### src/verilog/dcache_cfg_pkg.sv
// ==========================================================================
// cache geometry constants, address slices and tag entry type
// ==========================================================================

package dcache_cfg_pkg;

  // geometry
  localparam int WAY_NUM        = 2;
  localparam int SET_NUM        = 16;
  localparam int WORDS_PER_LINE = 4;

  // address split: tag | index | line offset
  localparam int ADDR_W = 32;
  localparam int IDX_W  = 4;
  localparam int OFS_W  = 4;
  localparam int TAG_W  = ADDR_W - IDX_W - OFS_W;

  typedef logic [ADDR_W-1:0]            addr_t;
  typedef logic [IDX_W-1:0]             idx_t;
  typedef logic [TAG_W-1:0]             tag_t;
  typedef logic [31:0]                  word_t;
  // word 0 sits in the low bits of the line
  typedef logic [WORDS_PER_LINE*32-1:0] line_t;
  typedef logic [$clog2(WAY_NUM)-1:0]   way_t;

  typedef struct packed {
    logic valid;
    logic dirty;
    tag_t tag;
  } tag_entry_t;

endpackage

### src/verilog/dcache_bus_pkg.sv
// ==========================================================================
// cpu request/response structs and the AXI4 channel payloads
// ==========================================================================

package dcache_bus_pkg;

  // beats per line transfer, fixed incrementing 4-byte bursts
  localparam int BURST_LEN = 4;

  typedef enum logic {
    OP_LOAD,
    OP_STORE
  } mem_op_t;

  typedef enum logic [1:0] {
    SZ_B,
    SZ_H,
    SZ_W
  } acc_size_t;

  typedef struct packed {
    mem_op_t               op;
    acc_size_t             size;
    logic                  is_unsigned;
    dcache_cfg_pkg::addr_t addr;
    dcache_cfg_pkg::word_t wdata;
  } cpu_req_t;

  typedef struct packed {
    mem_op_t               op;
    dcache_cfg_pkg::word_t rdata;
  } cpu_rsp_t;

  // shared by AW and AR
  typedef struct packed {
    dcache_cfg_pkg::addr_t addr;
    logic [7:0]            len;
  } axi_addr_t;

  // shared by W and R
  typedef struct packed {
    dcache_cfg_pkg::word_t data;
    logic                  last;
  } axi_wdata_t;

endpackage

### src/verilog/dcache_miss_fsm.sv
// ==========================================================================
// miss FSM: dirty victim write-back burst, refill burst and refill buffer
// ==========================================================================
`timescale 1ns/1ps

module dcache_miss_fsm (
  input  logic                       clk,
  input  logic                       rst_n,
  input  logic                       start_i,
  input  logic                       dirty_i,
  input  dcache_cfg_pkg::addr_t      victim_addr_i,
  input  dcache_cfg_pkg::addr_t      fill_addr_i,
  input  dcache_cfg_pkg::line_t      victim_line_i,
  output logic                       idle_o,
  output logic                       done_o,
  output dcache_cfg_pkg::line_t      fill_line_o,
  // write-back channels
  output logic                       aw_valid_o,
  input  logic                       aw_ready_i,
  output dcache_bus_pkg::axi_addr_t  aw_o,
  output logic                       w_valid_o,
  input  logic                       w_ready_i,
  output dcache_bus_pkg::axi_wdata_t w_o,
  input  logic                       b_valid_i,
  output logic                       b_ready_o,
  // refill channels
  output logic                       ar_valid_o,
  input  logic                       ar_ready_i,
  output dcache_bus_pkg::axi_addr_t  ar_o,
  input  logic                       r_valid_i,
  output logic                       r_ready_o,
  input  dcache_bus_pkg::axi_wdata_t r_i
);
  import dcache_cfg_pkg::*;
  import dcache_bus_pkg::*;

  typedef enum logic [2:0] {
    IDLE,
    WB_ADDR,
    WB_DATA,
    WB_RESP,
    RF_ADDR,
    RF_DATA
  } fill_state_t;

  fill_state_t                  state_q;
  fill_state_t                  state_d;
  logic [$clog2(BURST_LEN)-1:0] beat_q;
  logic                         beat_last;
  logic                         w_fire;
  logic                         r_fire;
  line_t                        fill_q;

  assign w_fire    = w_valid_o & w_ready_i;
  assign r_fire    = r_valid_i & r_ready_o;
  assign beat_last = (int'(beat_q) == BURST_LEN - 1);

  // ========================================================================
  // state transitions
  // ========================================================================
  always_comb begin
    state_d = state_q;
    case (state_q)
      IDLE:    if (start_i) state_d = dirty_i ? WB_ADDR : RF_ADDR;
      WB_ADDR: if (aw_ready_i) state_d = WB_DATA;
      WB_DATA: if (w_fire && beat_last) state_d = WB_RESP;
      WB_RESP: if (b_valid_i) state_d = RF_ADDR;
      RF_ADDR: if (ar_ready_i) state_d = RF_DATA;
      RF_DATA: if (r_fire && beat_last) state_d = IDLE;
      default: state_d = IDLE;
    endcase
  end

  always_ff @(posedge clk or negedge rst_n) begin
    if (!rst_n) begin
      state_q <= IDLE;
      beat_q  <= '0;
      done_o  <= 1'b0;
    end else begin
      state_q <= state_d;
      done_o  <= r_fire && beat_last;
      // counter restarts on every state change
      if (state_q != state_d) begin
        beat_q <= '0;
      end else if (w_fire || r_fire) begin
        beat_q <= beat_q + 1'b1;
      end
    end
  end

  // refill words land in order
  always_ff @(posedge clk) begin
    if (r_fire) begin
      fill_q[beat_q*$bits(word_t) +: $bits(word_t)] <= r_i.data;
    end
  end

  // ========================================================================
  // AXI outputs
  // ========================================================================
  assign idle_o      = (state_q == IDLE);
  assign fill_line_o = fill_q;

  assign aw_valid_o = (state_q == WB_ADDR);
  assign aw_o.addr  = victim_addr_i;
  assign aw_o.len   = 8'(BURST_LEN - 1);

  assign w_valid_o = (state_q == WB_DATA);
  assign w_o.data  = victim_line_i[beat_q*$bits(word_t) +: $bits(word_t)];
  assign w_o.last  = beat_last;
  assign b_ready_o = 1'b1;

  assign ar_valid_o = (state_q == RF_ADDR);
  assign ar_o.addr  = fill_addr_i;
  assign ar_o.len   = 8'(BURST_LEN - 1);
  assign r_ready_o  = (state_q == RF_DATA);

endmodule

### config.mk
export PLATFORM = sky130hd
export DESIGN_NAME = dcache_miss_fsm
export DESIGN_NICKNAME = d
export VERILOG_FILES = /design/src/verilog/dcache_cfg_pkg.sv /design/src/verilog/dcache_bus_pkg.sv /design/src/verilog/dcache_miss_fsm.sv
export SDC_FILE = /design/constraint.sdc
export NUM_CORES = 1
export LEC_CHECK = 0
export ABC_AREA = 1
export BUFFER_PORTS_ARGS = -buffer_cell sky130_fd_sc_hd__buf_2
export CELL_PAD_IN_SITES_DETAIL_PLACEMENT = 0
export CELL_PAD_IN_SITES_GLOBAL_PLACEMENT = 1
export CORE_AREA = 2 2 189 191
export DETAILED_ROUTE_END_ITERATION = 6
export DIE_AREA = 0 0 191 193
export GPL_TIMING_DRIVEN = 0
export PLACE_DENSITY_LB_ADDON = 0.1
export SYNTH_ARGS = -nofsm -noshare
export SYNTH_HDL_FRONTEND = slang
export SYNTH_SLANG_ARGS = --single-unit
### constraint.sdc
create_clock -name clk -period 7.3 [get_ports clk]
set_input_delay 1.46 -clock clk [delete_from_list [all_inputs] [get_ports clk]]
set_output_delay 1.46 -clock clk [all_outputs]
set_load 0.1 [all_outputs]
After elaboration in Yosys (flattened, before gate mapping):

Cells that the tools add are included.

* memories kept: 0
* word-level logic and storage cells: 34
* bits of input ports: 234
* memory bits (writable): 0
* memory bits (read-only): 0
* latch bits: 0
* flip-flop bits (word level): 134

* magnitude comparators: 0
* shift-type cells: 3
* mux-type cells: 11
* bitwise logic cells: 2
* reductions and logical operators: 5
* multipliers: 0
* add/subtract/negate cells: 2
* divide/modulo/power cells: 0
* equal/unequal tests: 7

Operators by type and width (number)
* $bwmux W128: 1
* $shift A32 B34 Y128 const A: 1
* $shiftx A128 B8 Y32: 1
* $shiftx A32 B34 Y128: 1
* $neg A7 Y34: 1
* $mux W3: 7
* $pmux W3 S6: 1
* $eq A3 B2 Y1 const B: 2
* $eq A3 B3 Y1 const B: 2
* $mux W2: 2
* $eq A3 B1 Y1 const B: 1
* $logic_not A3 Y1: 1
* $ne A3 B3 Y1: 1
* $add A2 B1 Y2 const B: 1
* $and A1 B1 Y1: 2
* $eq A2 B1 Y1 const B: 1
* $logic_and A1 B1 Y1: 2
* $reduce_bool A2 Y1: 1
* $logic_or A1 B1 Y1: 1

Longest topological paths before layout:

* depth in word-level cells: 7
* mapped depth: 10
* mapped depth without buffers: 10

Least setup slack after synthesis:

OpenSTA, ideal clock, no wires.

* kind: in2out
* start point: input port victim_line_i[47]
* end point: output port w_o[16] (netlist name)
* arrival time: 3.020 ns
* required time: 5.840 ns
* cell stages on the path: 2
* path slack: 2.820 ns
* path through: o21ai_0 > o22ai_1

RTL lines
* start: declaration: RTL line dcache_miss_fsm.sv:13 `input dcache_cfg_pkg::line_t victim_line_i,`
* end: declaration: RTL line dcache_miss_fsm.sv:23 `output dcache_bus_pkg::axi_wdata_t w_o,`

==> impl_metrics.json <==
{
  "drive_above_1_share_pct": 48.7,
  "cts_tree": "done",
  "core_area_mm2": 0.0350,
  "yosys_register_bits": 134,
  "seqPwrFrac_pct": 25.4,
  "r2r.worst_path.cells": 9,
  "first_pass_iters": 4,
  "die_h_um": 193,
  "cp.arrival_ns": 2.56,
  "cts_max_path_buffers": 2,
  "gp_congestion": 0.772,
  "cts_sinks": 134,
  "critPathKind": "reg -> out",
  "yosysSeqAreaShare_pct": 60.2,
  "fmax_mhz": 249,
  "wl_um": 30800,
  "ctsResizeCount": 0,
  "combinationalPowerShare_pct": 50.1,
  "endpoint_kind": "output port",
  "syn_avg_cell_area_um2": 9.97,
  "slowest_stage": "dfrtp_1",
  "io_pins": 482,
  "nets": 1343,
  "ys_warn_count": 0,
  "synth_area_leaders": "edfxtp_1, buf_4, nor2_1",
  "synth_top_area_cell": "edfxtp_1",
  "post-cts-setup-buffers": 0,
  "outcome": "finished, final reports clean",
  "peakVddDrop_uv": 165,
  "drc_errors": 0,
  "worst_pin_slew_ns": 0.740,
  "swShare_pct": 52.1,
  "grt_pass1_wl_um": 42700,
  "slew_headroom_pct": 50.7,
  "place_area_mm2": 0.00939,
  "final_area_mm2": 0.0100,
  "worstPathRequired_ns": 5.84,
  "critical_path.cell_chain": "inv_1 -> clkbuf_1 -> o21ai_0 -> o22ai_1 -> buf_2",
  "fp.dieW_um": 191,
  "setup_viol": 0,
  "synth_cell_types": 25,
  "numCtsBuffers": 17,
  "areaGrowthSynthToFinish_pct": 51.1,
  "initial_core_util_pct": 19.0,
  "start_kind": "flip-flop",
  "period_share_pct": 55.1,
  "cts-root-buf": "clkbuf_16",
  "grt_util_all_layers_pct": 16.2,
  "hold_slack_ns": 0.725,
  "clk_pin_slew_ns": 0.06,
  "grt_max_degree": 27,
  "via_count": 6367,
  "antenna_found_initial": 13,
  "switching_power_w": 0.00195,
  "tns_ns": 0,
  "intPower_w": 0.00179,
  "hold_depth": 2,
  "clk_latency_ns": 0.43,
  "skew_ns": 0.00908,
  "num_rows": 69,
  "cts_max_level": 4,
  "fillers": 3831,
  "max_stage_delay_ns": 0.51,
  "rsz0062_at_grt": "no",
  "drt_iter0_markers": 239,
  "p_leak_nw": 4.54,
  "syn-cell-area_mm2": 0.00664,
  "cts_hold_buf": 0,
  "cap_violations": 0,
  "path_max_fanout": 10,
  "synth_top_area_share_pct": 57.9,
  "hold_violations": 0,
  "die_area_mm2": 0.0369,
  "overflow": 0,
  "hold_class": "reg -> reg",
  "post-route-min-period_ns": 4.02,
  "portBuffers": 399,
  "grt_pass1_vias": 6496,
  "syn_inst": 666,
  "clkPwrFrac_pct": 24.5,
  "power_density_mw_per_mm2": 372,
  "ant_nets": 0,
  "via_per_inst": 4.02,
  "wire_per_inst_um": 19.4,
  "dp_hpwl_um": 24700,
  "drv_slew": 0
}
## layer usage
metal | share of wire [%] | wire [um] | global-route usage (%) | vias to the layer above
met3 | 6.9 | 2140 | 4.76 | 45
met5 | 0.22 | 67 | 0 | -
li1 | - | - | - | 3039
met2 | 55 | 16800 | 30.8 | 293
met1 | 36 | 11100 | 17.0 | 2980
met4 | 2.3 | 714 | 5.64 | 10
## per-stage QoR
step,cells,utilization [%],power [W],setup WS (ns)
5_1_grt,1581,28.7,0.00392,3.07
4_1_cts,1577,28.6,0.00381,3.22
6_report,1585,28.7,0.00374,3.28
3_5_place_dp,1545,26.8,0.00288,3.42
2_1_floorplan,681,-,0.00240,2.82
3_3_place_gp,1541,26.5,0.00287,2.34
## state kept, by name, indices dropped and copies added, names as in the netlist
register and count:
fill_line_o 128, beat_q 2, state_q 3, done_o 1
## final timing paths
kind / startpoint / endpoint / slack, ns
setup reg to reg: beat_q[0] / fill_line_o[4] / 4.30
hold reg to reg: state_q[1] / state_q[1] / 0.73
setup / recovery: beat_q[1] / w_o[2] / 3.28
hold / removal: state_q[1] / state_q[1] / 0.73
max in group asynchronous: rst_n / beat_q[0] / 6.31
min in group asynchronous: rst_n / done_o / 0.84
## worst max-delay path, delay by kind of cell, from the launching register on
kind	cells	cell delay, ns
buf+inv	3	1.11
flops	1	0.51
compound gates	2	0.50
## cell type report
type | instances | area (um^2) | share of cell area (%)
clock buffers | 17 | 425 | 4.24
repair buffers | 403 | 2080 | 20.8
inverters | 53 | 199 | 1.98
diodes | 8 | 20.0 | 0.200
plain buffers | 118 | 772 | 7.69
well taps | 461 | 577 | 5.75
multi-input cells | 376 | 1760 | 17.5
clock inverters | 15 | 201 | 2.01
flip-flops and latches | 134 | 3990 | 39.8
## power groups by stage
stage	sequential [W]	combinational, W	clock, W
CTS	0.000952	0.00191	0.000944
detailed placement	0.000967	0.00191	0
global route	0.000955	0.00199	0.000975
floorplan	0.00116	0.00123	0
global placement	0.000971	0.00190	0
finish	0.000951	0.00187	0.000916
## Yosys cell counts (all sizes together)
master  number
edfxtp     128
xor2         1
o22ai       32
a31o         1
clkbuf      21
o211ai       1
nor3        47
dfrtp        6
conb         2
nor2       163
nand3        9
a21oi        1
nand2       33
inv         52
o21ai       65
clkinv       1
buf         97
ha           6
## layout by cell type, fill, tap and decap left out, drive strengths merged, types with 2 or more instances in the layout
| cell | count |
|---|---|
| buf | 500 |
| bufinv | 4 |
| clkbuf | 38 |
| clkinv | 7 |
| clkinvlp | 2 |
| conb | 17 |
| dfrtp | 6 |
| diode | 8 |
| edfxtp | 128 |
| ha | 6 |
| inv | 55 |
| nand2 | 33 |
| nand3 | 9 |
| nor2 | 163 |
| nor3 | 47 |
| o21ai | 65 |
| o22ai | 32 |
## cell families (layout without fill, tap and decap cells)
family | count (synthesis) | in the layout | share of synthesized area (%)
AO/OA/AOI/OAI | 100 | 100 | 8.24
XOR/XNOR | 1 | 1 | 0.132
adder cells (fa/ha/maj) | 6 | 6 | 1.13
buffers and inverters | 171 | 606 | 14.6
flip-flops | 134 | 134 | 60.2
other | 2 | 25 | 0.113
AND/OR/NAND/NOR | 252 | 252 | 15.6
Note: power is estimated with default switching activity, not from simulation.
