File: config.mk
export PLATFORM = sky130hd
export DESIGN_NAME = dcache_lookup
export DESIGN_NICKNAME = d
export VERILOG_FILES = /design/src/verilog/dcache_cfg_pkg.sv /design/src/verilog/dcache_ram.sv /design/src/verilog/dcache_lookup.sv
export SDC_FILE = /design/constraint.sdc
export NUM_CORES = 1
export LEC_CHECK = 0
export BUFFER_PORTS_ARGS = -buffer_cell sky130_fd_sc_hd__buf_4
export CORE_ASPECT_RATIO = 1.25
export CORE_UTILIZATION = 23
export DETAILED_ROUTE_END_ITERATION = 8
export SLEW_MARGIN = 20
export SYNTH_ARGS = -nofsm -noshare
export SYNTH_HDL_FRONTEND = slang
export SYNTH_SLANG_ARGS = --single-unit
File: constraint.sdc
create_clock -name clk -period 2.6 [get_ports clk]
set_input_delay 0.52 -clock clk [delete_from_list [all_inputs] [get_ports clk]]
set_output_delay 0.52 -clock clk [all_outputs]
set_load 0.01 [all_outputs]
File: src/verilog/dcache_cfg_pkg.sv
// ==========================================================================
// cache geometry constants, address slices and tag entry type
// ==========================================================================

package dcache_cfg_pkg;

  // geometry
  localparam int WAY_NUM        = 2;
  localparam int SET_NUM        = 16;
  localparam int WORDS_PER_LINE = 4;

  // address split: tag | index | line offset
  localparam int ADDR_W = 32;
  localparam int IDX_W  = 4;
  localparam int OFS_W  = 4;
  localparam int TAG_W  = ADDR_W - IDX_W - OFS_W;

  typedef logic [ADDR_W-1:0]            addr_t;
  typedef logic [IDX_W-1:0]             idx_t;
  typedef logic [TAG_W-1:0]             tag_t;
  typedef logic [31:0]                  word_t;
  // word 0 sits in the low bits of the line
  typedef logic [WORDS_PER_LINE*32-1:0] line_t;
  typedef logic [$clog2(WAY_NUM)-1:0]   way_t;

  typedef struct packed {
    logic valid;
    logic dirty;
    tag_t tag;
  } tag_entry_t;

endpackage

File: src/verilog/dcache_ram.sv
// ==========================================================================
// one write port array with a registered write-first read port
// ==========================================================================
`timescale 1ns/1ps

module dcache_ram #(
  parameter int DEPTH = dcache_cfg_pkg::SET_NUM,
  parameter int WIDTH = 32
) (
  input  logic                  clk,
  input  logic                  rst_n,
  input  logic                  we_i,
  input  dcache_cfg_pkg::idx_t  waddr_i,
  input  logic [WIDTH-1:0]      wdata_i,
  input  dcache_cfg_pkg::idx_t  raddr_i,
  output logic [WIDTH-1:0]      rdata_o
);

  logic [WIDTH-1:0] mem_q [DEPTH];

  always_ff @(posedge clk or negedge rst_n) begin
    if (!rst_n) begin
      for (int i = 0; i < DEPTH; i++) begin
        mem_q[i] <= '0;
      end
      rdata_o <= '0;
    end else begin
      if (we_i) begin
        mem_q[waddr_i] <= wdata_i;
      end
      // same-entry write bypasses to the read port
      if (we_i && (waddr_i == raddr_i)) begin
        rdata_o <= wdata_i;
      end else begin
        rdata_o <= mem_q[raddr_i];
      end
    end
  end

endmodule

File: src/verilog/dcache_lookup.sv
// ==========================================================================
// tag arrays, tag compare, per-set pseudo-LRU and victim selection
// ==========================================================================
`timescale 1ns/1ps

module dcache_lookup (
  input  logic                       clk,
  input  logic                       rst_n,
  input  dcache_cfg_pkg::idx_t       ridx_i,
  // high when the stage 1 request moves on
  input  logic                       s1_valid_i,
  input  dcache_cfg_pkg::addr_t      s1_addr_i,
  input  logic                       tag_we_i,
  input  dcache_cfg_pkg::way_t       tag_way_i,
  input  dcache_cfg_pkg::idx_t       tag_idx_i,
  input  dcache_cfg_pkg::tag_entry_t tag_entry_i,
  output logic                       hit_o,
  output dcache_cfg_pkg::way_t       hit_way_o,
  output dcache_cfg_pkg::way_t       victim_way_o,
  output dcache_cfg_pkg::tag_entry_t victim_entry_o
);
  import dcache_cfg_pkg::*;

  tag_entry_t         entry [WAY_NUM];
  logic [WAY_NUM-1:0] match;
  logic [SET_NUM-1:0] plru_q;
  idx_t               s1_idx;
  tag_t               s1_tag;

  assign s1_idx = s1_addr_i[OFS_W +: IDX_W];
  assign s1_tag = s1_addr_i[ADDR_W-1 -: TAG_W];

  for (genvar w = 0; w < WAY_NUM; w++) begin : g_tag_ram
    dcache_ram #(
      .DEPTH (SET_NUM),
      .WIDTH ($bits(tag_entry_t))
    ) u_tag_ram (
      .clk     (clk),
      .rst_n   (rst_n),
      .we_i    (tag_we_i && (tag_way_i == way_t'(w))),
      .waddr_i (tag_idx_i),
      .wdata_i (tag_entry_i),
      .raddr_i (ridx_i),
      .rdata_o (entry[w])
    );

    assign match[w] = entry[w].valid && (entry[w].tag == s1_tag);
  end

  always_comb begin
    hit_way_o = '0;
    for (int w = 0; w < WAY_NUM; w++) begin
      if (match[w]) begin
        hit_way_o = way_t'(w);
      end
    end
  end

  assign hit_o = |match;

  // plru bit names the way to replace next
  assign victim_way_o   = hit_o ? hit_way_o : plru_q[s1_idx];
  assign victim_entry_o = entry[victim_way_o];

  always_ff @(posedge clk or negedge rst_n) begin
    if (!rst_n) begin
      plru_q <= '0;
    end else if (s1_valid_i) begin
      // point away from the way just used
      plru_q[s1_idx] <= ~victim_way_o;
    end
  end

endmodule

# [After elaboration in Yosys (flattened, before gate mapping)]
# Index checks and enable logic that the tools add are counted.
# W data, S select, Z words.
[totals] register_bits=900 inputBits=71 wordCells=80
[op_classes] n_lt_le_gt_ge=6 n_eq_ne=3 muxes=22 bitwise_logic=5 reduce_logical=9
[ops] cell="$bwmux W416" n=2
[ops] cell="$mux W26" n=10
[ops] cell="$bmux W26 S4" n=2
[ops] cell="$demux W26 S4" n=1
[ops] cell="$eq A24 B24 Y1" n=2
[ops] cell="$bwmux W16" n=1
[ops] cell="$ge A5 B5 Y1 const B" n=2
[ops] cell="$not A4 Y5" n=2
[ops] cell="$logic_and A1 B1 Y1" n=8
[ops] cell="$lt A4 B5 Y1 const B" n=1
[ops] cell="$lt A5 B1 Y1 const B" n=1
[ops] cell="$bmux W1 S4" n=1
[ops] cell="$demux W1 S4" n=1
[ops] cell="$eq A4 B4 Y1" n=1
[ops] cell="$ge A4 B1 Y1 const B" n=1
[ops] cell="$mux W1" n=4
[ops] cell="$ge A2 B2 Y1 const B" n=1
[ops] cell="$not A1 Y1" n=2
[ops] cell="$not A1 Y2" n=1
[ops] cell="$reduce_or A2 Y1" n=1

# [Longest topological paths before layout]
# Gate-level depths: netlist of run 1.
[depth] word_depth=8 mapped_depth=8 mapped_depth_nobuf=6

# [Cells and area by module]
# A second synthesis of run 1 with hierarchy kept.
[hier_totals] cells_unflattened=2571 area_unflattened_um2=41207.0
[by_module_without_submodules] mod="dcache_ram at g_tag_ram[0].u_tag_ram" instances=1 cells_each=1199 area_each_um2=19678.9 seq_area_each_um2=11060.6
[by_module_without_submodules] mod="dcache_ram at g_tag_ram[1].u_tag_ram" instances=1 cells_each=1201 area_each_um2=19672.6 seq_area_each_um2=11060.6
[by_module_without_submodules] mod="dcache_lookup" instances=1 cells_each=171 area_each_um2=1855.5 seq_area_each_um2=400.4

# [Least setup slack after synthesis of run 1]
# No wires, ideal clock.
[synth_path] path_kind="input to output" start="input port s1_addr_i[4]" end="output port victim_entry_o[0] in the netlist's numbering" arrival_ps=2275 required_ps=2080 slack_ps=-195 stages=8 n_path_buf=2 path_cell_list="buf_2 mux4_2 a22oi_1 and3_1 a21oi_2 nor2_2 buf_4 mux2_1"
[synth_lines] item="start, declared" line="dcache_lookup.sv:12" source="input dcache_cfg_pkg::addr_t s1_addr_i,"
[synth_lines] item="end, declared" line="dcache_lookup.sv:20" source="output dcache_cfg_pkg::tag_entry_t victim_entry_o"

==> flow_metrics.py, run 1 <==
metrics = {
    "outcome": {
        "run_status": "finished, violations left",
        "violations": "negative setup slack",
    },
    "logic_synthesis": {
        "yosys_register_bits": 900,
        "yosys.area_share.simple": 0.0127,
        "synth_area_um2": 40900,
        "synth_fa_ha_area_frac": 0,
        "ys_warn_count": 0,
        "synthMuxAreaShare": 0.397,
        "syn_nets": 2547,
        "avgSynthCellArea_um2": 16.5,
        "synth_compound_area_frac": 0.00435,
        "yosys.cell_types.count": 35,
        "yosysSeqAreaShare": 0.551,
        "synth_top_family_by_area": "multiplexers",
        "synth_xor_area_frac": 0.0111,
        "netlist_instances": 2476,
    },
    "sta": {
        "finalCritPeriodShare": 1.41,
        "fmax_mhz": 273,
        "period_minus_slack_ps": 3660,
        "final-hold-violation-count": 0,
        "worstMarginPinSlew_ps": 651,
        "setup_viol": 29,
        "timing.final.ws_setup_ps": -1060,
        "grt_setup_unrepaired": "yes",
        "hold_slack_ps": 166,
        "finalMaxSlewViolations": 0,
        "tns_ps": -28450,
        "clock_skew_ps": 26.7,
        "relSlewSlack": 0.563,
    },
    "power_and_ir_drop": {
        "power.leakage_uw": 0.0214,
        "ir_drop_uv": 579,
        "p_per_area_nw_per_um2": 795,
    },
    "final_layout": {
        "nFillCells": 17800,
        "layout-drive-gt1-share": 0.612,
        "finish.utilization": 0.282,
        "area_delta_synth_final_pct": 21.3,
        "nNetsFinal": 2742,
    },
    "clock_network": {
        "cts_tree": "yes",
        "clk_path_buf_depth": 3,
        "clock_sinks": 900,
        "insertion_delay_ps": 700,
        "cts-root-buf": "clkbuf_16",
        "cts_htree_levels": 3,
        "numCtsBuffers": 93,
        "path_clk_slew_ps": 60,
    },
    "worst_setup_path": {
        "endpoint_kind": "primary output",
        "crit_chain": "xnor2_2 > buf_6 > nand4_1 > nor4_2 > buf_4 > a21oi_4 > nor2_4 > buf_6 > buf_12 > mux2_4 > buf_6",
        "arrival_ps": 3140,
        "crit_family": "buffers and inverters",
        "cp.required_ps": 2080,
        "critPathBufInv": 5,
        "cp_max_fo": 8,
        "critPathSlowestCell": "dfrtp_1",
        "critPathLaunchType": "register",
        "worst_path_largest_cell_delay_ps": 410,
        "crit_type": "register to primary output",
        "crit_top_cell": "buf_6",
    },
    "global_routing": {
        "antenna_found_initial": 21,
        "grt_max_degree": 106,
        "grt_usage": 0.131,
        "grt_pass1_vias": 24600,
        "grt_remaining_overflow": 0,
        "grt_first_pass_wirelength_um": 173000,
    },
    "drt": {
        "vias": 22900,
        "routed_via_density": 4.49,
        "totalWireLength_um": 117000,
        "wl_per_cell_um": 22.9,
        "drc": 0,
        "ant_nets": 0,
        "drt_iter0_markers": 1499,
        "drt-pass1-iter-count": 5,
    },
    "place": {
        "dpl_worst_slack_ps": -883,
        "dp_hpwl_um": 75100,
        "place.gp.congestion": 0.792,
        "port_buffers": 95,
    },
    "floorplan": {
        "ioPinCount": 100,
        "die_x_um": 379,
        "core_um2": 176000,
        "fp-row-count": 172,
        "die_y_um": 473,
        "die_area_um2": 179000,
        "start_util": 0.232,
    },
    "min_path": {
        "hp-class": "primary input to register",
    },
    "job": {
        "drv_cap": 0,
    },
}
synth_stat cells (all sizes together):
| library cell | count | area (µm²) |
|---|---|---|
| mux2 | 913 | 10300 |
| dfrtp | 900 | 22500 |
| mux4 | 264 | 5950 |
| clkbuf | 138 | 518 |
| buf | 88 | 459 |
| xnor2 | 33 | 289 |
| nand2 | 25 | 93.8 |
| xor2 | 19 | 166 |
| nor2 | 15 | 58.8 |
| nor3 | 9 | 55.1 |
| o21ai | 9 | 45.0 |
| o41ai | 9 | 78.8 |
| nand3 | 8 | 40.0 |
| nand4 | 8 | 50.1 |
| nor2b | 7 | 43.8 |
| nor4 | 7 | 65.1 |
| nand2b | 5 | 31.3 |
| o31ai | 4 | 30.0 |
| nor3b | 3 | 22.5 |
| and3 | 2 | 12.5 |
| nand3b | 2 | 15.0 |
| nand4b | 2 | 17.5 |
| or3 | 2 | 12.5 |
| a21o | 1 | 7.51 |
| a21oi | 1 | 8.76 |
| a22oi | 1 | 7.51 |
| inv | 1 | 3.75 |
per-layer routing:
layer	global-route usage	routed length (µm)
met5	0	188
met4	0.0359	2690
met3	0.0383	7910
met2	0.208	54600
met1	0.174	51200
report_power, final:
group          total, µW  switching (µW)  internal, µW  leakage [µW]
Combinational       7800            3010          4790       0.00843
Sequential         18300            1480         16800        0.0115
Clock              13300            5640          7670       0.00148
layout by cell type, fill, tap and decap left out, types with 3 or more instances in the layout:
cell / count
clkinv_2: 16
o31ai_1: 4
clkbuf_8: 16
mux2_1: 7
nand2_1: 12
clkbuf_16: 97
o21ai_0: 9
nor2b_1: 5
buf_8: 3
nand4_1: 8
nor2_4: 13
nand2_2: 13
nor4_4: 4
bufinv_16: 4
buf_6: 23
mux2_2: 880
mux4_2: 264
mux2_4: 26
xor2_1: 18
nor3b_1: 3
xnor2_2: 3
buf_12: 65
nand3_1: 6
o41ai_1: 9
xnor2_1: 30
nand2b_1: 5
nor3_1: 7
buf_4: 234
dfrtp_1: 900
clkbuf_1: 27
area by class of cell:
type                    count  area, µm²  share of cell area
clock buffers             140       2750              0.0555
inverters                   1       3.75           0.0000757
flip-flops and latches    900      22500               0.454
diodes                      1       2.50           0.0000505
clock inverters            24        250             0.00505
multi-input cells        1349      17700               0.358
repair buffers            326       3370              0.0680
well taps                2349       2940              0.0593
worst paths after layout:
path                                                           end  depth (start not counted)  slack [ps]                              start
max in group asynchronous        g_tag_ram[1].u_tag_ram.mem_q[384]                          3        1290                              rst_n
worst min register to register   g_tag_ram[0].u_tag_ram.mem_q[323]                          1         490  g_tag_ram[0].u_tag_ram.mem_q[323]
worst max register to register                           plru_q[9]                          9         200  g_tag_ram[0].u_tag_ram.rdata_o[7]
worst max-delay path                            victim_entry_o[10]                         11       -1060  g_tag_ram[0].u_tag_ram.rdata_o[7]
min in group asynchronous       g_tag_ram[1].u_tag_ram.rdata_o[13]                          2         360                              rst_n
worst min-delay path                                    plru_q[12]                          3         170                       s1_addr_i[7]
flip-flops by register name (all words and copies together) (netlist names):
| signal | flops |
|---|---|
| g_tag_ram.u_tag_ram.mem_q | 832 |
| g_tag_ram.u_tag_ram.rdata_o | 52 |
| plru_q | 16 |
tightest hold or removal path, stage by stage:
cell     delay [ps]
buf_4           130
nand3_1         100
o31ai_1          70
metrics by stage:
stage	cells	cell area, µm²	power (µW)
final	5090	49600	39400
after global routing	5090	49600	41200
after CTS	5090	49500	39900
after detailed placement	4921	46300	26200
after global placement	4921	46300	25900
after floorplan	2476	41000	23100
timing repair:
action,4_1_cts,5_1_grt
endpoints found under the hold margin,18,0
pin swaps,4,1
resized for setup,38,9
hold buffers,1,0
setup endpoints to repair,29,29
buffers inserted,4,0
cells by family (layout without fill, tap and decap cells):
kind of cell | after synthesis | count (layout)
AO/OA/AOI/OAI | 25 | 25
XOR/XNOR | 52 | 52
buffers and inverters | 227 | 491
flip-flops | 900 | 900
multiplexers | 1177 | 1177
other | 0 | 1
AND/OR/NAND/NOR | 95 | 95
No activity file was read; power rests on OpenSTA's default activity.
==> inputs of run 2 (changes only) <==
--- a/config.mk
+++ b/config.mk
@@ -5,7 +5,7 @@
 export SDC_FILE = /design/constraint.sdc
 export NUM_CORES = 1
 export LEC_CHECK = 0
-export BUFFER_PORTS_ARGS = -buffer_cell sky130_fd_sc_hd__buf_4
+export BUFFER_PORTS_ARGS = -buffer_cell sky130_fd_sc_hd__buf_2
 export CORE_ASPECT_RATIO = 1.25
 export CORE_UTILIZATION = 23
 export DETAILED_ROUTE_END_ITERATION = 8
==> run 2 against run 1 <==
Effect of this change:
- the run still ends with negative setup slack left
- worst setup slack worse by 61 ps
- worst hold slack better by 26 ps
- via count up 0.51%
- combinational power up 2%
- register-to-register slack worse by 200 ps
- sequential share of layout area down 0.056 points
- sequential power about the same
- non-clock buffer count up 13
- largest power group unchanged
==> flow_metrics.py, run 2 (synthesis results as in run 1) <==
metrics = {
    "outcome": {
        "run_status": "finished, violations left",
        "violations": "negative setup slack",
    },
    "sta": {
        "relSlewSlack": 0.525,
        "timing.final.ws_setup_ps": -1120,
        "period_minus_slack_ps": 3720,
        "finalMaxSlewViolations": 0,
        "clock_skew_ps": 16.3,
        "setup_viol": 29,
        "final-hold-violation-count": 0,
        "finalCritPeriodShare": 1.43,
        "worstMarginPinSlew_ps": 713,
        "fmax_mhz": 269,
        "grt_setup_unrepaired": "yes",
    },
    "worst_setup_path": {
        "endpoint_kind": "primary output",
        "rrSetupSlack_ps": 0,
        "arrival_ps": 3200,
        "crit_family": "buffers and inverters",
        "crit_type": "register to primary output",
        "cp.required_ps": 2080,
        "crit_chain": "xnor2_1 > buf_4 > nand4_1 > nor4_2 > buf_4 > a21oi_4 > nor2_4 > buf_12 > buf_12 > mux2_4 > buf_6",
        "worst_path_largest_cell_delay_ps": 380,
        "cp_max_fo": 5,
        "critPathBufInv": 5,
        "critPathSlowestCell": "dfrtp_1",
        "critPathLaunchType": "register",
    },
    "floorplan": {
        "core_um2": 176000,
        "die_y_um": 473,
        "die_area_um2": 179000,
        "start_util": 0.232,
        "die_x_um": 379,
        "fp-row-count": 172,
        "ioPinCount": 100,
    },
    "clock_network": {
        "cts-root-buf": "clkbuf_16",
        "cts_htree_levels": 3,
        "path_clk_slew_ps": 60,
        "insertion_delay_ps": 660,
        "cts_tree": "yes",
        "clk_path_buf_depth": 3,
        "clock_sinks": 900,
        "numCtsBuffers": 90,
    },
    "final_layout": {
        "area_delta_synth_final_pct": 21.4,
        "top_register": "g_tag_ram.u_tag_ram.mem_q",
        "layout-drive-gt1-share": 0.617,
        "nNetsFinal": 2752,
        "final_common_cell": "dfrtp_1",
        "largest_reg_flops": 832,
        "final_cell_mix": "dfrtp_1 (898), mux2_2 (880), mux4_2 (264)",
        "reg.largest.list": "g_tag_ram.u_tag_ram.mem_q x832, g_tag_ram.u_tag_ram.rdata_o x52, plru_q x16",
        "finish.utilization": 0.282,
        "final_cells": 5098,
    },
    "place": {
        "place.gp.congestion": 0.780,
        "place_inst": 4925,
        "port_buffers": 95,
        "dp_hpwl_um": 77500,
    },
    "drt": {
        "drt-pass1-iter-count": 5,
        "drc": 0,
        "routed_via_density": 4.51,
        "vias": 23000,
        "drt_iter0_markers": 1365,
        "totalWireLength_um": 119000,
        "wl_per_cell_um": 23.3,
        "ant_nets": 0,
    },
    "power_and_ir_drop": {
        "p_per_area_nw_per_um2": 793,
        "ir_drop_uv": 506,
        "power.leakage_uw": 0.0215,
    },
    "global_routing": {
        "antenna_found_initial": 26,
        "grt_first_pass_wirelength_um": 176000,
        "grt_max_degree": 98,
        "grt_usage": 0.134,
        "grt_remaining_overflow": 0,
        "grt_pass1_vias": 24600,
    },
    "min_path": {
        "hp-class": "primary input to register",
    },
    "job": {
        "drv_cap": 0,
    },
}
run 2: cell count changes in the layout (fill, tap and decap cells not counted), sizes merged:
cell / delta
clkinvlp: +1
clkbuf: -6
diode: +1
inv: +1
buf: +12
bufinv: +2
clkinv: -3
run 2: timing repair:
action                     in CTS  in global routing
pin swaps                       8                  6
gates cloned                    2                  1
hold buffers                    1                  0
setup endpoints to repair      29                 29
hold endpoints to repair       25                  0
resized for setup              52                  8
buffers inserted                9                  5
run 2: final timing paths:
check | start | endpoint | depth (start not counted)
max in group asynchronous | rst_n | g_tag_ram[1].u_tag_ram.mem_q[402] | 3
hold / removal | s1_addr_i[7] | plru_q[12] | 3
hold reg to reg | g_tag_ram[0].u_tag_ram.mem_q[323] | g_tag_ram[0].u_tag_ram.mem_q[323] | 1
setup reg to reg | g_tag_ram[0].u_tag_ram.rdata_o[7] | plru_q[5] | 10
min in group asynchronous | rst_n | g_tag_ram[1].u_tag_ram.rdata_o[0] | 2
setup / recovery | g_tag_ram[0].u_tag_ram.rdata_o[7] | victim_entry_o[23] | 11
run 2: through the flow:
stage / power, µW / setup WS [ps] / hold slack, ps / TNS, ps / cell area [µm²]
2_1_floorplan: 23100 / -126 / 224 / -3270 / 41000
3_3_place_gp: 25800 / -762 / 465 / -19940 / 46200
3_5_place_dp: 26100 / -782 / 473 / -20590 / 46200
4_1_cts: 39800 / -1090 / 142 / -29150 / 49600
5_1_grt: 41200 / -1210 / 197 / -32020 / 49600
6_report: 39400 / -1120 / 192 / -29350 / 49600
run 2: worst reg2reg max path, stage by stage, from the launching register on:
cell and delay (ps):
dfrtp_1 380, xnor2_1 180, buf_4 200, nand4_1 320, nor4_2 260, buf_4 200
a21oi_4 70, buf_4 150, buf_4 120, buf_4 180, o41ai_1 390
run 2: cell type report:
type / instances / area [µm²]
well taps: 2349 / 2940
fillers: 17800 / 126000
multi-input cells: 1349 / 17800
clock buffers: 133 / 2640
flip-flops and latches: 900 / 22500
diodes: 2 / 5.00
clock inverters: 25 / 285
repair buffers: 339 / 3480
inverters: 1 / 3.75
run 2: where the power goes:
| part | switching (µW) | internal [µW] | total (µW) |
|---|---|---|---|
| combinational | 3080 | 4900 | 7980 |
| clock | 5460 | 7590 | 13000 |
| sequential | 1510 | 16800 | 18300 |
run 2: per-layer routing:
metal	GRT usage	share of wire	vias up	routed length, µm
met5	0	0.0018	-	209
met2	0.217	0.48	486	57200
met3	0.0347	0.064	180	7570
met1	0.174	0.43	12600	51300
li1	-	-	9667	-
met4	0.0380	0.023	34	2700
