`config.mk`:
```
export PLATFORM = sky130hd
export DESIGN_NAME = dcache_ram
export DESIGN_NICKNAME = d
export VERILOG_FILES = /design/src/verilog/dcache_cfg_pkg.sv /design/src/verilog/dcache_ram.sv
export SDC_FILE = /design/constraint.sdc
export NUM_CORES = 1
export LEC_CHECK = 0
export BUFFER_PORTS_ARGS = -buffer_cell sky130_fd_sc_hd__buf_2
export CAP_MARGIN = 30
export CORE_MARGIN = 1.5
export CORE_UTILIZATION = 30
export CTS_BUF_LIST = sky130_fd_sc_hd__clkbuf_8
export DETAILED_ROUTE_END_ITERATION = 7
export GPL_TIMING_DRIVEN = 0
export HOLD_SLACK_MARGIN = 0.15
export PLACE_DENSITY_LB_ADDON = 0.08
export RECOVER_POWER = 100
export SLEW_MARGIN = 20
export SYNTH_ARGS = -nofsm -noshare
export SYNTH_HDL_FRONTEND = slang
export SYNTH_SLANG_ARGS = --single-unit
```
`constraint.sdc`:
```
create_clock -name clk -period 3.2 [get_ports clk]
set_input_delay 0.96 -clock clk [delete_from_list [all_inputs] [get_ports clk]]
set_output_delay 0.96 -clock clk [all_outputs]
set_load 0.01 [all_outputs]
```
`src/verilog/dcache_cfg_pkg.sv`:
```
// ==========================================================================
// cache geometry constants, address slices and tag entry type
// ==========================================================================

package dcache_cfg_pkg;

  // geometry
  localparam int WAY_NUM        = 2;
  localparam int SET_NUM        = 16;
  localparam int WORDS_PER_LINE = 4;

  // address split: tag | index | line offset
  localparam int ADDR_W = 32;
  localparam int IDX_W  = 4;
  localparam int OFS_W  = 4;
  localparam int TAG_W  = ADDR_W - IDX_W - OFS_W;

  typedef logic [ADDR_W-1:0]            addr_t;
  typedef logic [IDX_W-1:0]             idx_t;
  typedef logic [TAG_W-1:0]             tag_t;
  typedef logic [31:0]                  word_t;
  // word 0 sits in the low bits of the line
  typedef logic [WORDS_PER_LINE*32-1:0] line_t;
  typedef logic [$clog2(WAY_NUM)-1:0]   way_t;

  typedef struct packed {
    logic valid;
    logic dirty;
    tag_t tag;
  } tag_entry_t;

endpackage

```
`src/verilog/dcache_ram.sv`:
```
// ==========================================================================
// one write port array with a registered write-first read port
// ==========================================================================
`timescale 1ns/1ps

module dcache_ram #(
  parameter int DEPTH = dcache_cfg_pkg::SET_NUM,
  parameter int WIDTH = 32
) (
  input  logic                  clk,
  input  logic                  rst_n,
  input  logic                  we_i,
  input  dcache_cfg_pkg::idx_t  waddr_i,
  input  logic [WIDTH-1:0]      wdata_i,
  input  dcache_cfg_pkg::idx_t  raddr_i,
  output logic [WIDTH-1:0]      rdata_o
);

  logic [WIDTH-1:0] mem_q [DEPTH];

  always_ff @(posedge clk or negedge rst_n) begin
    if (!rst_n) begin
      for (int i = 0; i < DEPTH; i++) begin
        mem_q[i] <= '0;
      end
      rdata_o <= '0;
    end else begin
      if (we_i) begin
        mem_q[waddr_i] <= wdata_i;
      end
      // same-entry write bypasses to the read port
      if (we_i && (waddr_i == raddr_i)) begin
        rdata_o <= wdata_i;
      end else begin
        rdata_o <= mem_q[raddr_i];
      end
    end
  end

endmodule

```
# --- After elaboration in Yosys (flattened, before gate mapping) ---
# Cells that the tools add are included.
classes:
  order_cmp: 3
  n_bitwise: 2
  addsub: 0
  shift: 0
  div_mod_pow: 0
  eq_ne: 1
  reduce_logical: 2
  n_mux: 7
  multipliers: 0
op_table:
  columns: ["op", "count"]
  rows:
  - ["bitwise mux 512 bit", 1]
  - ["binary-select mux 32 bit (select 4 bit)", 1]
  - ["demux 32 bit (select 4 bit)", 1]
  - ["two-way mux 32 bit", 4]
  - [">= comparator 5 bit (second input constant)", 2]
  - ["NOT 4 -> 5 bit", 2]
  - ["< comparator 5 x 1 -> 1 bit (second input constant)", 1]
  - ["equality test 4 bit", 1]
  - ["logical AND 1 bit", 2]
word_totals:
  mem_bits_ro: 0
  reg_bits: 544
  ramBits: 0
  output_inout_bits: 32
  latchBits: 0
  word_cells: 32
  mem_count: 0
  input_bits: 43

# --- Longest topological paths before layout ---
# Gate-level depths: netlist (run 1).
logic_depth:
  word_depth: 6
  ltp_mapped: 7

# --- Least setup slack after synthesis (run 1) ---
# OpenSTA, ideal clock, no wires.
synth_timing:
  path_type: "in2reg"
  from: "input port raddr_i[1]"
  to: "register rdata_o[12]"
  slack_ns: 0.630
  arrival_time_ns: 2.445
  cell_stages: 7
  setup_ns: 0.125
  path_cell_list: "buf_2 -> buf_2 -> clkbuf_1 -> mux4_2 -> a22oi_1 -> nand2_1 -> mux2_2"
synth_via:
  elab_chain_cells: 5
  elab_cells_between_ends: 7
synth_rtl:
  columns: ["element", "line", "text"]
  rows:
  - ["start: declaration", "dcache_ram.sv:15", "input dcache_cfg_pkg::idx_t raddr_i,"]
  - ["NOT 4 -> 5 bit (implied by the code)", "dcache_ram.sv:35", "rdata_o <= mem_q[raddr_i];"]
  - ["binary-select mux 32 bit (select 4 bit)", "dcache_ram.sv:35", null]
  - ["two-way mux 32 bit (implied by the code) (2 in a row)", "dcache_ram.sv:35", null]
  - ["two-way mux 32 bit *", "dcache_ram.sv:32", "if (we_i && (waddr_i == raddr_i)) begin"]
  - ["end signal: assignment", "dcache_ram.sv:33", "rdata_o <= wdata_i;"]
  - ["end signal: assignment", "dcache_ram.sv:35", null]
  - ["end: declaration", "dcache_ram.sv:16", "output logic [WIDTH-1:0] rdata_o"]
# Every way passes the cells marked *; elsewhere a longest branch is shown, timed or not. The select of a mux whose other input is x is not followed.
# A chain may end at the register's enable or synchronous reset.

# --- Final worst setup path (run 1) ---
layout_timing:
  from: "input port waddr_i[2]"
  to: "register mem_q[484] in the netlist's numbering"
layout_via:
  elab_chain_cells: 6
  elab_cells_between_ends: 7
layout_rtl:
  columns: ["element", "line", "text"]
  rows:
  - ["start: declaration", "dcache_ram.sv:13", "input dcache_cfg_pkg::idx_t waddr_i,"]
  - ["NOT 4 -> 5 bit (implied by the code) *", "dcache_ram.sv:29", "mem_q[waddr_i] <= wdata_i;"]
  - [">= comparator 5 bit (implied by the code) / < comparator 5 x 1 -> 1 bit (equally long branches)", "dcache_ram.sv:29", null]
  - ["logical AND 1 bit (implied by the code)", "dcache_ram.sv:29", null]
  - ["two-way mux 32 bit (implied by the code)", "dcache_ram.sv:29", null]
  - ["demux 32 bit (select 4 bit) *", "dcache_ram.sv:29", null]
  - ["bitwise mux 512 bit *", "dcache_ram.sv:29", null]
  - ["end signal: indexed assignment", "dcache_ram.sv:29", null]
  - ["end: declaration", "dcache_ram.sv:19", "logic [WIDTH-1:0] mem_q [DEPTH];"]
# Every way passes the cells marked *; elsewhere a longest branch is shown, timed or not.

==> flow_summary.ini, run 1 <==
[final_layout]
area_growth_pct = 15.8
final_util = 0.352
final_layout_size_suffix_gt1_frac = 0.449
nets = 1708
n_fill_cell = 7739
design_area_um2 = 27800

[timing]
worst_pin_slew_ns = 1.47
fmax_ghz = 0.332
rsz0062_at_grt = false
fin_crit_ns = 3.02
relSlewSlack = 0.0210
skew_ns = 0.0381
finalCritPeriodShare = 0.942
whs_ns = 0.252
setup_viol_count_final = 0
hold_viol_final = 0
setup_ws_ns = 0.184
maxSlewViolCount = 0

[power]
powerDensity_nw_per_um2 = 686
vdd_ir_drop_max_uv = 313
power.leakage_nw = 11.9

[synthesis]
synthCells = 1478
synthXorXnorAreaFrac = 0.00146
synth_area_um2 = 24000
yosys.area.top_type = dfrtp_1
synth_top_family_by_area = multiplexers
synth-seq-area-share = 0.566
synth_fa_ha_area_frac = 0
synth-main-ff-cell = dfrtp_1
syn_nets = 1521
yosysWarnings = 0
synth_cell_types = 20
avgSynthCellArea_um2 = 16.3
synth-simple-area-share = 0.0124
netlist.area_leader.share = 0.566
synthTopCellsByCount = 544 x dfrtp_1, 441 x mux2_2, 129 x mux4_2
synth_area_leaders = dfrtp_1 57%, mux2_2 21%, mux4_2 12%
synth_seq_cells = 544
yosysMostFrequentCell = dfrtp_1
synth_compound_area_frac = 0.0194
synth.mux.area_fraction = 0.376
synth_edf_count = 0
async_reset_ff_frac = 1.00

[routing]
vias = 13700
ant_nets = 0
first_iter_violations = 773
wl_per_cell_um = 25.3
drt-total-wl_um = 70600
viasPerCell = 4.91
drc = 0
firstDrtPassIters = 5

[clocking]
cts_made_buffers = 100
tritoncts = built
numClockSinks = 544
clockBufferDepth = 3
cts_setup_buffers = 0
clock_latency_ns = 0.70
htreeDepth = 3
root_buffer = clkbuf_8
path_clk_slew_ns = 0.06
cts-hold-fix-buffers = 0
cts_resized = 0

[grt]
antenna_found_initial = 8
grt_first_pass_wirelength_um = 106000
grt_pass1_vias = 15200
grtUsageTotal = 0.177
grt-ovfl-total = 0
grt_max_degree = 97

[critical_path]
end_kind = flip-flop
start_kind = primary input
critPathLaunch = waddr_i[2]
worst_ep_required_time_ns = 3.76
worstPathArrival_ns = 3.58
path_class = in -> reg
crit_fanout = 10
crit-reg2reg-launch = mem_q[350]

[floorplan]
die_area_um2 = 81800
start_util = 0.304
ios = 75
fp.dieW_um = 286
rows = 103
core-area_um2 = 79100
die_h_um = 286

[placed_design]
place_area_um2 = 26000
portBuffers = 70
place_worst_setup_slack_ns = -0.369
dp_hpwl_um = 44500
finalWeightedCongestion = 0.772

[outcome]
status = complete, no violations

[job]
max_cap_viol_count = 0

[hold_path]
hp-class = in -> async
==> logic make-up after synthesis <==
family / count (synthesis)
mux: 673
compound gates: 62
flops: 544
buf+inv: 132
xor+xnor: 4
simple gates: 63
==> layout by cell type, fill, tap and decap left out, types with 15 or more instances in the layout <==
cell / count
a22oi_1: 62
buf_2: 43
clkbuf_1: 134
clkbuf_2: 15
clkbuf_8: 129
dfrtp_1: 544
inv_1: 41
mux2_1: 111
mux2_2: 433
mux4_2: 129
nand2_1: 36
==> worst max-delay path, stage by stage <==
cell	delay, ns
clkbuf_1	0.10
clkbuf_1	0.24
nor4_1	1.19
clkbuf_1	0.66
mux2_2	0.42
==> where the power goes <==
group	switching [W]	total [W]	internal, W
clock	0.00302	0.00661	0.00359
sequential	0.000744	0.00924	0.00850
combinational	0.00128	0.00326	0.00198
==> flip-flops by register name (all words and copies together), names as in the netlist <==
name     cells
rdata_o     32
mem_q      512
==> cell type report <==
type	count	area (µm²)	share of cell area
Sequential cell	544	13600	0.489
Multi-Input combinational cell	802	9820	0.353
Clock buffer	129	1780	0.0638
Tap cell	1050	1310	0.0472
Buffer	132	552	0.0198
Timing Repair Buffer	85	536	0.0192
Clock inverter	53	226	0.00814
Antenna cell	2	5.00	0.000180
==> through the flow <==
stage	std cells	power (W)	TNS (ns)
final	2797	0.0191	0
after global placement	2598	0.0126	-5771.91
after floorplan	1478	0.0116	0
after global routing	2797	0.0202	0
after detailed placement	2611	0.0127	-8.61
after CTS	2793	0.0195	0
==> worst paths after layout <==
kind	end	slack (ns)	depth (start not counted)
max	mem_q[484]	0.18	5
min	rdata_o[25]	0.25	1
max reg2reg	rdata_o[30]	1.43	3
min reg2reg	mem_q[440]	0.48	1
max in group asynchronous	mem_q[175]	0.59	4
min in group clk	mem_q[440]	0.48	1
==> metal layers <==
metal	share of wire	up-vias	track usage
met2	0.48	246	0.289
met5	0.00082	-	0
met1	0.46	7457	0.241
met3	0.042	106	0.0331
met4	0.021	10	0.0500
li1	-	5910	-
Note: power is estimated with default switching activity, not from simulation.
==> run 2, diff against run 1 <==
--- a/config.mk
+++ b/config.mk
@@ -8,12 +8,12 @@
 export BUFFER_PORTS_ARGS = -buffer_cell sky130_fd_sc_hd__buf_2
 export CAP_MARGIN = 30
 export CORE_MARGIN = 1.5
-export CORE_UTILIZATION = 30
+export CORE_UTILIZATION = 41
 export CTS_BUF_LIST = sky130_fd_sc_hd__clkbuf_8
 export DETAILED_ROUTE_END_ITERATION = 7
 export GPL_TIMING_DRIVEN = 0
 export HOLD_SLACK_MARGIN = 0.15
-export PLACE_DENSITY_LB_ADDON = 0.08
+export PLACE_DENSITY = 0.56
 export RECOVER_POWER = 100
 export SLEW_MARGIN = 20
 export SYNTH_ARGS = -nofsm -noshare
==> run 2 against run 1 <==
  * Count of clock-buffer cells in the layout is 8 lower
  * First-iteration DRC count shrank 2.5%
  * Clock power fell by 3.9%
  * Critical path type unchanged
==> flow_summary.ini, run 2 (synthesis results as in run 1) <==
[critical_path]
worstPathArrival_ns = 3.46
crit_fanout = 10
max_stage_delay_ns = 0.89
crit_top_cell = clkbuf_1
end_kind = flip-flop
path_cells = clkbuf_1 > clkbuf_1 > nand2_1 > nor2_1 > clkbuf_1 > mux2_2
path_class = in -> reg
worst_ep_required_time_ns = 3.76
cp_slowest_cell = clkbuf_1
critPathBufInv = 3
start_kind = primary input
cp_top_family = buffers and inverters

[floorplan]
core-area_um2 = 57800
ios = 75
die_area_um2 = 60100
start_util = 0.416
rows = 88
die_h_um = 245
fp.dieW_um = 245

[final_layout]
final_common_cell = dfrtp_1
top_regs = mem_q (512), rdata_o (32)
nets = 1699
mostFrequentLayoutCells = 544 x dfrtp_1, 433 x mux2_2, 139 x clkbuf_1, 129 x mux4_2, 121 x clkbuf_8
largest_reg_flops = 512
finalNonFillerCells = 2491
largest-register = mem_q
final_layout_size_suffix_gt1_frac = 0.446
area_growth_pct = 13.8
design_area_um2 = 27400

[routing]
drc = 0
wl_per_cell_um = 25.0
vias = 13700
viasPerCell = 5.51
drt-total-wl_um = 62200
ant_nets = 0
first_iter_violations = 754
firstDrtPassIters = 4

[timing]
maxSlewViolCount = 0
relSlewSlack = 0.0945
fin_crit_ns = 2.90
setup_viol_count_final = 0
rsz0062_at_grt = false
worst_pin_slew_ns = 1.36
fmax_ghz = 0.345
hold_viol_final = 0
skew_ns = 0.0301
finalCritPeriodShare = 0.905

[outcome]
status = complete, no violations

[placed_design]
place_area_um2 = 25500
dp_cells = 2320
dp_hpwl_um = 39000
finalWeightedCongestion = 0.798
portBuffers = 70

[clocking]
path_clk_slew_ns = 0.06
numClockSinks = 544
htreeDepth = 3
root_buffer = clkbuf_8
clockBufferDepth = 3
cts_made_buffers = 95
tritoncts = built
clock_latency_ns = 0.70

[grt]
grt_max_degree = 103
grt_pass1_vias = 15100
grt-ovfl-total = 0
grt_first_pass_wirelength_um = 95200
antenna_found_initial = 6
grtUsageTotal = 0.214

[job]
max_cap_viol_count = 0

[power]
power.leakage_nw = 11.7
vdd_ir_drop_max_uv = 347
power.total_w = 0.0188
powerDensity_nw_per_um2 = 687

[hold_path]
hp-class = reg -> reg
[run 2: changes by cell type in the layout (fill, tap and decap cells not counted), sizes merged]
cell,previous run,this run
clkbuf,279,267
clkinvlp,2,3
bufinv,0,1
buf,67,66
diode,2,1
inv,43,32
clkinv,8,9
dlygate4sd3,0,1
[run 2: routing by layer]
layer | routed length (µm) | track usage | up-vias
li1 | - | - | 5899
met1 | 27600 | 0.288 | 7409
met3 | 2510 | 0.0394 | 130
met5 | 55 | 0 | -
met4 | 1960 | 0.0833 | 8
met2 | 30000 | 0.345 | 277
[run 2: layout make-up]
type	instances	area (µm²)
Multi-Input combinational cell	802	9820
Timing Repair Buffer	81	512
Clock buffer	121	1670
Buffer	132	544
Sequential cell	544	13600
Fill cell	5141	30500
Clock inverter	45	241
Antenna cell	1	2.50
Tap cell	765	957
[run 2: through the flow]
stage	util	hold slack (ns)	setup WS, ns	setup TNS, ns
3_3_place_gp	0.439	0.465	-10.0	-5391.28
3_5_place_dp	0.442	0.476	-0.283	-7.12
6_report	0.473	0.486	0.304	0
4_1_cts	0.475	0.490	0.467	0
5_1_grt	0.473	0.497	0.220	0
2_1_floorplan	-	0.452	0.630	0
[run 2: what timing repair did]
action,in CTS,in global routing
setup buffers,0,0
hold buffers,1,0
resized for setup,0,0
hold endpoints to repair,1,0
[run 2: worst reg2reg max path: cells and delay by family (launching register included)]
| kind | cells | cell delay [ns] |
|---|---|---|
| flops | 1 | 0.37 |
| mux | 3 | 1.23 |
[run 2: where the power goes]
part	internal, W	leakage (nW)	switching (W)
Combinational	0.00197	3.95	0.00124
Sequential	0.00850	6.68	0.000739
Clock	0.00347	1.09	0.00288
[run 2: worst paths after layout]
| kind | start | to | slack, ns | cells after the start |
|---|---|---|---|---|
| hold / removal | mem_q[482] | mem_q[482] | 0.49 | 1 |
| max in group asynchronous | rst_n | mem_q[53] | 0.84 | 3 |
| setup / recovery | waddr_i[2] | mem_q[310] | 0.30 | 6 |
| hold reg to reg | mem_q[482] | mem_q[482] | 0.49 | 1 |
| setup reg to reg | mem_q[30] | rdata_o[30] | 1.47 | 3 |
| min in group asynchronous | rst_n | mem_q[26] | 0.69 | 2 |
==> run 3, diff against run 2 <==
--- a/config.mk
+++ b/config.mk
@@ -13,9 +13,7 @@
 export DETAILED_ROUTE_END_ITERATION = 7
 export GPL_TIMING_DRIVEN = 0
 export HOLD_SLACK_MARGIN = 0.15
-export PLACE_DENSITY = 0.56
 export RECOVER_POWER = 100
-export SLEW_MARGIN = 20
 export SYNTH_ARGS = -nofsm -noshare
 export SYNTH_HDL_FRONTEND = slang
 export SYNTH_SLANG_ARGS = --single-unit
==> run 3 against run 2 <==
  * Combinational power is essentially flat
  * Utilization shrank 0.076 points
  * Sequential share of layout area grew 0.080 points
  * Total power shrank 0.26%
  * Cell count is the same
  * Clock power shrank 0.9%
  * Sequential power is essentially flat
  * Largest power group unchanged
  * Critical endpoint is now mem_q[272]
  * Maximum frequency grew 0.58%
  * Non-clock buffer count shrank 2
  * Via count grew 0.19%
  * Worst setup slack gained 0.017 ns
  * Hold slack lost 0.25 ns
==> flow_summary.ini, run 3 (synthesis results as in run 1) <==
[grt]
antenna_found_initial = 7
grt_pass1_vias = 15100
grt_max_degree = 120
grtUsageTotal = 0.213
grt_first_pass_wirelength_um = 94200
grt-ovfl-total = 0

[power]
power.switching_w = 0.00483
p_int_w = 0.0139
powerDensity_nw_per_um2 = 687
pwr-share-seq = 0.493
clkPwrFrac = 0.336
power.total_w = 0.0188
comb_power_share = 0.172
p_sw_frac = 0.257
vdd_ir_drop_max_uv = 406
power.leakage_nw = 11.7

[timing]
relSlewSlack = 0.177
setup_viol_count_final = 0
whs_ns = 0.238
worst_pin_slew_ns = 1.23
rsz0062_at_grt = false
fin_crit_ns = 2.88
fmax_ghz = 0.347
finalCritPeriodShare = 0.900
hold_viol_final = 0
maxSlewViolCount = 0
skew_ns = 0.0274

[final_layout]
area_growth_pct = 13.6
n_fill_cell = 5077
largest_reg_flops = 512
top_regs = mem_q (512), rdata_o (32)
final_common_cell = dfrtp_1
largest-register = mem_q
final_layout_size_suffix_gt1_frac = 0.442
nets = 1698
mostFrequentLayoutCells = 544 x dfrtp_1, 433 x mux2_2, 140 x clkbuf_1, 129 x mux4_2, 121 x clkbuf_8

[critical_path]
rrSetupSlack_ns = 1.45
critPathLaunch = waddr_i[2]
path_class = in -> reg
worst_ep_required_time_ns = 3.75
crit_fanout = 10
ff2ff_path_depth = 3
crit-reg2reg-launch = mem_q[190]
start_kind = primary input
end_kind = flip-flop
worstPathArrival_ns = 3.43

[floorplan]
core-area_um2 = 57800
ios = 75
rows = 88
die_area_um2 = 60100
die_h_um = 245
start_util = 0.416
fp.dieW_um = 245

[hold_path]
hp-class = in -> async

[routing]
first_iter_violations = 744
vias = 13700
ant_nets = 0
viasPerCell = 5.52
wl_per_cell_um = 24.6
drc = 0
drt-total-wl_um = 61300
firstDrtPassIters = 5

[job]
max_cap_viol_count = 0

[clocking]
numClockSinks = 544
root_buffer = clkbuf_8
cts_resized = 0
cts_made_buffers = 96
clock_latency_ns = 0.69
cts_setup_buffers = 0
path_clk_slew_ns = 0.06
cts-hold-fix-buffers = 0
clockBufferDepth = 3
tritoncts = built
htreeDepth = 3

[placed_design]
dp_hpwl_um = 39000
finalWeightedCongestion = 0.810
portBuffers = 70

[outcome]
status = complete, no violations
## run 3: cell types whose count changed in the layout (fill, tap and decap cells not counted), sizes merged
cell,before,now
clkinvlp,3,1
clkbuf,267,266
clkinv,9,7
inv,32,36
diode,1,3
dlygate4sd3,1,0
## run 3: cell type report
class / count / area [µm²] / area share
Clock inverter: 45 / 221 / 0.00811
Multi-Input combinational cell: 802 / 9820 / 0.359
Tap cell: 765 / 957 / 0.0350
Timing Repair Buffer: 79 / 484 / 0.0177
Buffer: 132 / 543 / 0.0199
Clock buffer: 121 / 1670 / 0.0610
Antenna cell: 3 / 7.51 / 0.000275
Sequential cell: 544 / 13600 / 0.498
## run 3: final timing paths
path / to
max in group asynchronous: mem_q[118]
min in group clk: mem_q[424]
min reg2reg: mem_q[424]
min: mem_q[99]
max: mem_q[272]
max reg2reg: rdata_o[30]
## run 3: layer usage
layer  vias to the layer above  share of wire  GRT usage
li1                       5889              -          -
met1                      7396           0.43      0.281
met2                       327           0.47      0.331
met3                       129          0.053     0.0515
met4                         8          0.037     0.0999
met5                         -        0.00075          0
## run 3: power by group through the flow
| stage | sequential [W] | clock, W | combinational [W] |
|---|---|---|---|
| after detailed placement | 0.00935 | 0 | 0.00331 |
| after global routing | 0.00943 | 0.00681 | 0.00352 |
| final | 0.00924 | 0.00629 | 0.00322 |
| after global placement | 0.00927 | 0 | 0.00317 |
| after CTS | 0.00923 | 0.00647 | 0.00332 |
| after floorplan | 0.00915 | 0 | 0.00242 |
## run 3: critical path, stage by stage
cell	delay [ns]
clkbuf_1	0.20
clkbuf_1	0.38
nand3_1	0.16
nor2_1	0.41
clkbuf_1	0.89
mux2_2	0.42
## run 3: through the flow
stage / util / std cells / setup TNS, ns / instance area (µm²) / setup slack [ns]
2_1_floorplan: - / 1478 / 0 / 24000 / 0.630
3_3_place_gp: 0.439 / 2313 / -5370.93 / 25300 / -9.93
3_5_place_dp: 0.442 / 2321 / -4.68 / 25500 / -0.230
4_1_cts: 0.475 / 2487 / 0 / 27400 / 0.518
5_1_grt: 0.472 / 2491 / 0 / 27300 / 0.215
6_report: 0.472 / 2491 / 0 / 27300 / 0.321
